--- src/source/fixedOrderPkg.sv ---
package fixedOrderPkg;

    localparam int SampleWidth = 16;

    // Order-4 coefficient magnitudes sum to 16
    localparam int ResidualWidth = 21;

    localparam int ErrorWidth = 28;
    localparam int BlockSize = 64;
    localparam int OrderCount = 5;

    // Largest sum any order can reach over one block
    localparam int ErrorBound = BlockSize * 16 * (1 << (SampleWidth - 1));

    typedef logic signed [SampleWidth-1:0] sampleT;

    typedef logic signed [ResidualWidth-1:0] residualT;

    typedef logic [ErrorWidth-1:0] errorT;

    // Indexed by predictor order
    typedef residualT residualSetT [OrderCount];

    typedef logic [$clog2(BlockSize)-1:0] blockCountT;

    // Encoding equals the order number
    typedef enum logic [2:0] {
        orderZero  = 3'd0,
        orderOne   = 3'd1,
        orderTwo   = 3'd2,
        orderThree = 3'd3,
        orderFour  = 3'd4
    } predictorOrder;

endpackage

--- src/source/residualStreamIf.sv ---
`timescale 1ns/1ns

interface residualStreamIf
    import fixedOrderPkg::*;
();

    // One residual per predictor order
    residualSetT residuals;
    logic        valid;

    // Block position, only meaningful with valid
    logic        first;
    logic        last;

    modport source (
        output residuals,
        output valid,
        output first,
        output last
    );

    modport sink (
        input residuals,
        input valid,
        input first,
        input last
    );

endinterface

--- src/source/sampleStreamIf.sv ---
`timescale 1ns/1ns

interface sampleStreamIf
    import fixedOrderPkg::*;
();

    sampleT sample;
    logic   valid;

    // Block position, only meaningful with valid
    logic   first;
    logic   last;

    modport source (
        output sample,
        output valid,
        output first,
        output last
    );

    modport sink (
        input sample,
        input valid,
        input first,
        input last
    );

endinterface

--- src/source/blockSequencer.sv ---
`timescale 1ns/1ns

module blockSequencer
    import fixedOrderPkg::*;
(
    input  logic   iClock,
    input  logic   reset,
    input  sampleT sample,
    input  logic   sampleValid,
    sampleStreamIf.source samples
);

    // Position of the next sample within its block
    blockCountT count;
    logic       firstSample;
    logic       lastSample;

    assign firstSample = (count == '0);
    assign lastSample = (count == blockCountT'(BlockSize - 1));

    always_ff @(posedge iClock) begin
        if (reset) begin
            count <= '0;
        end else if (sampleValid) begin
            // Wrap straight into the next block
            if (lastSample) begin
                count <= '0;
            end else begin
                count <= count + 1'b1;
            end
        end
    end

    // Zero latency tagging
    assign samples.sample = sample;
    assign samples.valid = sampleValid;
    assign samples.first = firstSample;
    assign samples.last = lastSample;

    // Count only moves on an accepted sample
    countHolds: assert property (
        @(posedge iClock) disable iff (reset)
        !sampleValid |=> $stable(count)
    ) else $error("blockSequencer count moved without a sample");

endmodule

--- src/source/fixedOrderSelect.sv ---
`timescale 1ns/1ns

module fixedOrderSelect
    import fixedOrderPkg::*;
(
    input  logic          iClock,
    input  logic          reset,
    input  sampleT        sample,
    input  logic          sampleValid,
    output predictorOrder bestOrder,
    output errorT         bestError,
    output logic          orderValid
);

    // Decode to execute
    sampleStreamIf samples ();

    // Execute to result
    residualStreamIf residuals ();

    blockSequencer i_blockSequencer (
        .iClock      (iClock),
        .reset       (reset),
        .sample      (sample),
        .sampleValid (sampleValid),
        .samples     (samples.source)
    );

    fixedPredictor i_fixedPredictor (
        .iClock    (iClock),
        .reset     (reset),
        .samples   (samples.sink),
        .residuals (residuals.source)
    );

    orderChooser i_orderChooser (
        .iClock     (iClock),
        .reset      (reset),
        .residuals  (residuals.sink),
        .bestOrder  (bestOrder),
        .bestError  (bestError),
        .orderValid (orderValid)
    );

endmodule

--- src/source/fixedPredictor.sv ---
`timescale 1ns/1ns

module fixedPredictor
    import fixedOrderPkg::*;
(
    input  logic iClock,
    input  logic reset,
    sampleStreamIf.sink     samples,
    residualStreamIf.source residuals
);

    // history[0] is the previous sample
    sampleT      history [OrderCount-1];
    residualT    current;
    residualT    past [OrderCount-1];
    residualSetT residualNext;

    // Widen, and drop the history at block start
    always_comb begin
        current = residualT'(samples.sample);
        for (int i = 0; i < OrderCount - 1; i++) begin
            past[i] = samples.first ? '0 : residualT'(history[i]);
        end
    end

    // Binomial differences of orders 0 to 4
    always_comb begin
        residualNext[0] = current;
        residualNext[1] = residualT'(current - past[0]);
        residualNext[2] = residualT'(current - 2 * past[0] + past[1]);
        residualNext[3] = residualT'(current - 3 * past[0] + 3 * past[1] - past[2]);
        residualNext[4] = residualT'(current - 4 * past[0] + 6 * past[1]
                                     - 4 * past[2] + past[3]);
    end

    always_ff @(posedge iClock) begin
        if (samples.valid) begin
            history[0] <= samples.sample;
            // Reload with only this sample on a first
            for (int i = 1; i < OrderCount - 1; i++) begin
                history[i] <= samples.first ? '0 : history[i-1];
            end
        end
    end

    always_ff @(posedge iClock) begin
        if (samples.valid) begin
            residuals.residuals <= residualNext;
        end
    end

    always_ff @(posedge iClock) begin
        if (reset) begin
            residuals.valid <= 1'b0;
            residuals.first <= 1'b0;
            residuals.last <= 1'b0;
        end else begin
            residuals.valid <= samples.valid;
            residuals.first <= samples.valid & samples.first;
            residuals.last <= samples.valid & samples.last;
        end
    end

    validFollows: assert property (
        @(posedge iClock) disable iff (reset)
        1'b1 |=> residuals.valid == $past(samples.valid)
    ) else $error("fixedPredictor valid did not follow the sample strobe");

endmodule

--- src/source/orderChooser.sv ---
`timescale 1ns/1ns

module orderChooser
    import fixedOrderPkg::*;
(
    input  logic          iClock,
    input  logic          reset,
    residualStreamIf.sink residuals,
    output predictorOrder bestOrder,
    output errorT         bestError,
    output logic          orderValid
);

    errorT                    accumulator [OrderCount];
    logic [ResidualWidth-1:0] magnitude [OrderCount];

    // Sums are complete, compare on the next edge
    logic                     compareReady;

    predictorOrder            winnerOrder;
    errorT                    winnerError;

    // Absolute value, the most negative residual still fits unsigned
    always_comb begin
        for (int i = 0; i < OrderCount; i++) begin
            if (residuals.residuals[i][ResidualWidth-1]) begin
                magnitude[i] = -residuals.residuals[i];
            end else begin
                magnitude[i] = residuals.residuals[i];
            end
        end
    end

    always_ff @(posedge iClock) begin
        if (residuals.valid) begin
            for (int i = 0; i < OrderCount; i++) begin
                // New block starts a fresh sum
                if (residuals.first) begin
                    accumulator[i] <= errorT'(magnitude[i]);
                end else begin
                    accumulator[i] <= accumulator[i] + errorT'(magnitude[i]);
                end
            end
        end
    end

    // Strict less than, so a tie keeps the lower order
    always_comb begin
        winnerOrder = orderZero;
        winnerError = accumulator[0];
        for (int i = 1; i < OrderCount; i++) begin
            if (accumulator[i] < winnerError) begin
                winnerOrder = predictorOrder'(i);
                winnerError = accumulator[i];
            end
        end
    end

    always_ff @(posedge iClock) begin
        if (reset) begin
            compareReady <= 1'b0;
            orderValid <= 1'b0;
            bestOrder <= orderZero;
            bestError <= '0;
        end else begin
            compareReady <= residuals.valid & residuals.last;
            orderValid <= compareReady;
            // Outputs hold until the next block result
            if (compareReady) begin
                bestOrder <= winnerOrder;
                bestError <= winnerError;
            end
        end
    end

    singlePulse: assert property (
        @(posedge iClock) disable iff (reset)
        orderValid |=> !orderValid
    ) else $error("orderChooser orderValid high for more than one cycle");

    // Result from one block cannot exceed the full-scale sum
    errorInRange: assert property (
        @(posedge iClock) disable iff (reset)
        orderValid |-> bestError <= ErrorBound
    ) else $error("orderChooser bestError above the block bound");

endmodule

--- config.mk ---
export PLATFORM = sky130hd
export DESIGN_NAME = fixedOrderSelect
export DESIGN_NICKNAME = d
export VERILOG_FILES = /design/src/source/fixedOrderPkg.sv /design/src/source/residualStreamIf.sv /design/src/source/sampleStreamIf.sv /design/src/source/blockSequencer.sv /design/src/source/fixedOrderSelect.sv /design/src/source/fixedPredictor.sv /design/src/source/orderChooser.sv
export SDC_FILE = /design/constraint.sdc
export NUM_CORES = 2
export LEC_CHECK = 0
export BUFFER_PORTS_ARGS = -buffer_cell sky130_fd_sc_hd__buf_4
export CORE_MARGIN = 2
export CORE_UTILIZATION = 50
export DETAILED_ROUTE_END_ITERATION = 12
export PLACE_DENSITY = 0.69
export SLEW_MARGIN = 15
export SYNTH_ARGS = -nofsm -noshare
export SYNTH_HDL_FRONTEND = slang
export SYNTH_SLANG_ARGS = --single-unit
--- constraint.sdc ---
create_clock -name iClock -period 11.5 [get_ports iClock]
set_input_delay 2.3 -clock iClock [delete_from_list [all_inputs] [get_ports iClock]]
set_output_delay 2.3 -clock iClock [all_outputs]
set_load 0.02 [all_outputs]
**Word level (Yosys, flattened, before mapping)**

Memories as Yosys holds them, arrays and structs flattened.
Index checks and enable logic that the tools add are counted.
W data, S select, Z words.

- Bits in writable memories: 204
- Bits in registers: 142
- Input bits: 19
- Memories kept: 2
- Logic and storage cells: 87
- Output and inout port bits: 32

- Bitwise logic cells: 8
- Add/sub/neg operators: 21
- Reduce and logical (&&, ||, !) cells: 1
- Multipliers: 3
- Equality and inequality tests: 1
- Order comparisons: 4
- Muxes and demuxes: 34

Memory list:

| name | depth | width | read ports | clocked after Yosys merged registers in | wr ports | line | source |
|---|---|---|---|---|---|---|---|
| i_orderChooser.accumulator | 5 | 28 | 5 | 0 | 5 | orderChooser.sv:14 | `errorT accumulator [OrderCount];` |
| i_fixedPredictor.history | 4 | 16 | 4 | 0 | 4 | fixedPredictor.sv:13 | `sampleT history [OrderCount-1];` |

Operator list:

| operator | number |
|---|---|
| $mux W28 | 9 |
| $mux W21 | 9 |
| $add A28 B21 Y28 | 5 |
| $lt A28 B28 Y1 | 4 |
| $add A21 B21 Y21 | 4 |
| $neg A21 Y21 | 4 |
| $sub A16 B21 Y21 | 4 |
| $mux W16 | 3 |
| $mul A3 B21 Y21 const A | 2 |
| $sub A21 B21 Y21 | 2 |
| $mul A3 B21 Y20 const A | 1 |
| $neg A16 Y21 | 1 |
| $mux W1 | 9 |
| $add A6 B1 Y6 const B | 1 |
| $eq A6 B6 Y1 const B | 1 |
| $logic_not A6 Y1 | 1 |
| $mux W6 | 1 |
| $or A1 B1 Y1 | 5 |
| $mux W2 | 2 |
| $and A1 B1 Y1 | 3 |
| $mux W3 | 1 |

**Longest topological paths before layout**

An unclocked memory read counts as a cell.

- Depth in word-level cells: 9
- Gate-level depth with buffers: 48
- Mapped depth without buffers: 41

**Modules after synthesis**

A second synthesis with hierarchy kept.

- Cells, all modules: 3361
- Area, all modules: 31256.2 µm²

Modules (own cells, without submodules):

| module | area each (µm²) | times used | cells each |
|---|---|---|---|
| orderChooser | 17938.5 | 1 | 2146 |
| fixedPredictor | 12884.9 | 1 | 1164 |
| blockSequencer | 432.9 | 1 | 51 |

**Worst setup path after synthesis**

Ideal clock, no wire load.

- Kind: register to register
- Start point: mem i_orderChooser.accumulator[1][1] (netlist name)
- End point: reg i_orderChooser.bestError[22]
- Arrival time: 8518 ps
- Path slack: 2845 ps
- Required time: 11363 ps
- Period minus slack after synthesis: 8655 ps
- Stages on the path, launching flop included: 45
- Path through: edfxtp_1 ha_1 a2111o_1 a211oi_2 a21oi_1 nor2_1 clkbuf_1 nor2_1 a21oi_1 ha_1 a21o_1 a21o_1 a21oi_1 o221ai_1 o211ai_1 nand2_1 a31o_2 clkbuf_1 (+9 left out) a31oi_1 buf_4 buf_6 mux2_4 ha_1 a21o_1 a21oi_1 nor2b_1 o21ai_0 nand2b_1 a21oi_1 o211ai_1 or3_1 o41ai_2 nand2b_1 buf_4 buf_6 o221ai_2

RTL lines:

| item | line | source |
|---|---|---|
| start: declaration | orderChooser.sv:14 |  |
| end signal: assignment | orderChooser.sv:71 | `bestError <= winnerError;` |
| end signal: assignment | orderChooser.sv:84 | `orderValid \|-> bestError <= ErrorBound` |
| end: declaration | orderChooser.sv:10 | `output errorT bestError,` |

==> key figures <==
Outcome
  • Status: finished clean

Power and ir drop
  • Final Total Pwr: 9.29 mW
  • Worst VDD drop: 0.171 mV
  • P_leak: 14.3 nW
  • Cell Pwr Density: 283 nW/um2

Routing
  • DRC violations left: 0
  • Avg Vias per Cell: 5.66
  • Routed Antenna Nets: 0
  • Detailed-route wire length per cell: 18.4 um
  • Drt initial violations: 1661
  • Routed wire length: 74800 um
  • DR pass1 iterations: 5
  • Vias: 22900

Floorplanning
  • Die X: 250 um
  • DIE AREA: 62300 um2
  • IO Count: 51
  • Row count: 90
  • Core Region: 60000 um2
  • Initial Util: 50.3%
  • Die H: 250 um

Clock network
  • Worst-path clk slew: 0.06 ns
  • CTS tree: done
  • Clk buf depth: 3
  • TritonCTS Sinks: 330
  • Skew-Pair Late Insertion Delay: 0.58 ns
  • Root Buffer: clkbuf_16
  • Hold Buf Count CTS: 0
  • CTS buffer count: 41
  • Setup repair bufs after CTS: 0
  • Clock H-tree levels: 2
  • CTS-repair resized insts: 0

Timing
  • Period minus WS final: 10.25 ns
  • Slew Viols, Final: 0
  • Final setup violation count: 0
  • RSZ-0062 raised after global routing: false
  • Hold Vio Cnt, Final: 0
  • F_max: 97.6 MHz
  • Rel. slew slack: 17.9%
  • Worst-Margin Slew: 1.22 ns
  • Fin crit share: 89.1%
  • Clk_skew: 0.0243 ns
  • Hold slack: 0.418 ns
  • Setup TNS: 0 ns

Logic synthesis
  • Mapped Area: 30200 um2
  • Sequential-to-total area share from yosys stat: 31.5%
  • Top cell type's share of synthesized area: 28.7%
  • Mapped Cells: 3210
  • Post-synth top area cell: edfxtp_1
  • Avg Inst Size Synth: 9.40 um2
  • Async SR Flop Fraction: 0%
  • Ranking of synthesized cells by area: edfxtp_1 (29%), ha_1 (15%), fa_1 (9.3%)
  • FF+latch count, synth: 330
  • Top cells by count, synth: inv_1 (385), ha_1 (357), nor2_1 (311)
  • Synthesis warning total: 0
  • Post-synth EDFFs: 288
  • Primary FF master, synth: edfxtp_1
  • Count leader, synth: inv_1
  • Distinct cells, synth: 72

Hold path
  • Hold Crit Start: i_fixedPredictor.residuals.last
  • Worst Hold Class: reg2reg
  • Hold Crit Depth: 2
  • Hold EP: i_orderChooser.compareReady

Layout
  • Filler instances: 5373
  • Post-route insts no fill: 4053
  • Share of layout cells above drive strength 1: 6.02%
  • Inserted Diodes: 0
  • Nets: 3755
  • Register Area: 9490 um2
  • Footprint of the multi-input gates: 19000 um2
  • Area delta synth->final: 8.74%
  • Post-route cell area: 32800 um2

Critical path
  • Critical path class: reg2reg
  • CP Launch Type: register
  • Worst path required time: 11.92 ns
  • R2r setup slk: 1.25 ns
  • Reg2reg path depth: 37
  • Max stage delay on crit path: 0.82 ns
  • Critical Path End Type: register
  • Reg2reg end: i_orderChooser.bestError[9]
  • CP max FO: 50
  • Worst path top cell family by delay: compound AO/OA/AOI/OAI gates
  • Critical Path AT: 10.67 ns
  • Reg-to-Reg Start: i_orderChooser.accumulator[1][1]
  • CP max stage cell: nor2_4
  • Critical path buffers and inverters: 2
  • CP dominant cell by count: a21oi_1

Global route
  • Initial antenna violation count: 0
  • Grt total ovfl: 0
  • Largest net degree at the start of global routing: 96
  • First-pass GRT wire length: 121000 um
  • Tot GR Track Use: 24.2%
  • Number of global-route vias before repair: 22200

Placed design
  • PortBufs: 50
  • Placer Congestion: 0.926
  • HPWL after DPL: 58600 um
  • Dpl cell area: 31400 um2
  • Placed Instances: 3978

Job
  • Max_cap viols: 0
-- cells by family (layout without fill, tap and decap cells) --
kind of cell | after synthesis | after routing | share of synthesized area (%)
simple gates | 886 | 886 | 13.9
buf+inv | 468 | 525 | 5.92
fa+ha+maj | 498 | 498 | 24.1
flops | 330 | 330 | 31.5
compound gates | 725 | 725 | 15.5
other cells | 1 | 5 | 0.0124
xor+xnor | 265 | 265 | 7.70
mux | 37 | 37 | 1.47
-- flip-flops by register name (all words and copies together), names as in the netlist --
| register | flops |
|---|---|
| i_fixedPredictor.history | 64 |
| i_blockSequencer.count | 6 |
| i_fixedPredictor.residuals.first | 1 |
| i_orderChooser.orderValid | 1 |
| i_orderChooser.accumulator | 140 |
| i_fixedPredictor.residuals.residuals | 84 |
| i_orderChooser.bestError | 28 |
| i_orderChooser.compareReady | 1 |
| i_fixedPredictor.residuals.last | 1 |
| i_fixedPredictor.residuals.valid | 1 |
| i_orderChooser.bestOrder | 3 |
-- cell type report --
class | count | area share (%)
Tap cell | 782 | 2.98
Clock inverter | 22 | 0.877
Sequential cell | 330 | 28.9
Clock buffer | 53 | 3.52
Timing Repair Buffer | 64 | 1.48
Multi-Input combinational cell | 2416 | 57.8
Inverter | 386 | 4.42
-- metal layers --
| layer | track usage [%] | part of all wire, % |
|---|---|---|
| met1 | 34.1 | 47 |
| met2 | 40.2 | 47 |
| met3 | 2.51 | 4.4 |
| met4 | 5.92 | 2.1 |
| met5 | 0 | 0 |
-- per-stage QoR --
step,util (%),setup WS [ns]
2_1_floorplan,-,2.85
3_3_place_gp,52.2,1.47
3_5_place_dp,52.2,1.37
4_1_cts,54.6,1.33
5_1_grt,54.6,0.464
6_report,54.6,1.25
-- worst max path at each step --
stage / start / to / slack, ns / depth (start not counted)
final: i_orderChooser.accumulator[1][1] / i_orderChooser.bestError[9] / 1.25 / 37
after global routing: i_orderChooser.accumulator[1][13] / i_orderChooser.bestError[1] / 0.46 / 38
after CTS: i_orderChooser.accumulator[1][1] / i_orderChooser.bestError[10] / 1.33 / 37
after detailed placement: i_orderChooser.accumulator[1][1] / i_orderChooser.bestError[10] / 1.37 / 37
after global placement: i_orderChooser.accumulator[1][1] / i_orderChooser.bestError[1] / 1.47 / 39
after floorplan: i_orderChooser.accumulator[1][1] / i_orderChooser.bestError[22] / 2.85 / 44
-- power by group --
| part | leakage [nW] | switching [mW] | internal, mW |
|---|---|---|---|
| combinational | 10.4 | 3.43 | 2.40 |
| clock | 0.707 | 0.539 | 0.864 |
| sequential | 3.13 | 0.267 | 1.79 |
-- cells in the final DEF, fill, tap and decap left out, types with 43 or more instances in the layout --
cell type,count
inv_1,385
ha_1,357
nor2_1,310
edfxtp_1,288
a21oi_1,240
nand2_1,224
xnor2_1,177
o21ai_0,161
fa_1,140
xor2_1,88
a21o_1,69
buf_4,63
nor3_1,60
nand3_1,47
o31ai_1,44
clkbuf_16,43
-- worst reg2reg max path: cells and delay by family (launching register included) --
family / cells / cell delay [ns]
fa+ha+maj: 4 / 1.26
flops: 1 / 0.46
mux: 2 / 0.72
compound gates: 17 / 4.15
simple gates: 12 / 2.94
buf+inv: 2 / 0.56
Note: power is estimated with default switching activity, not from simulation.
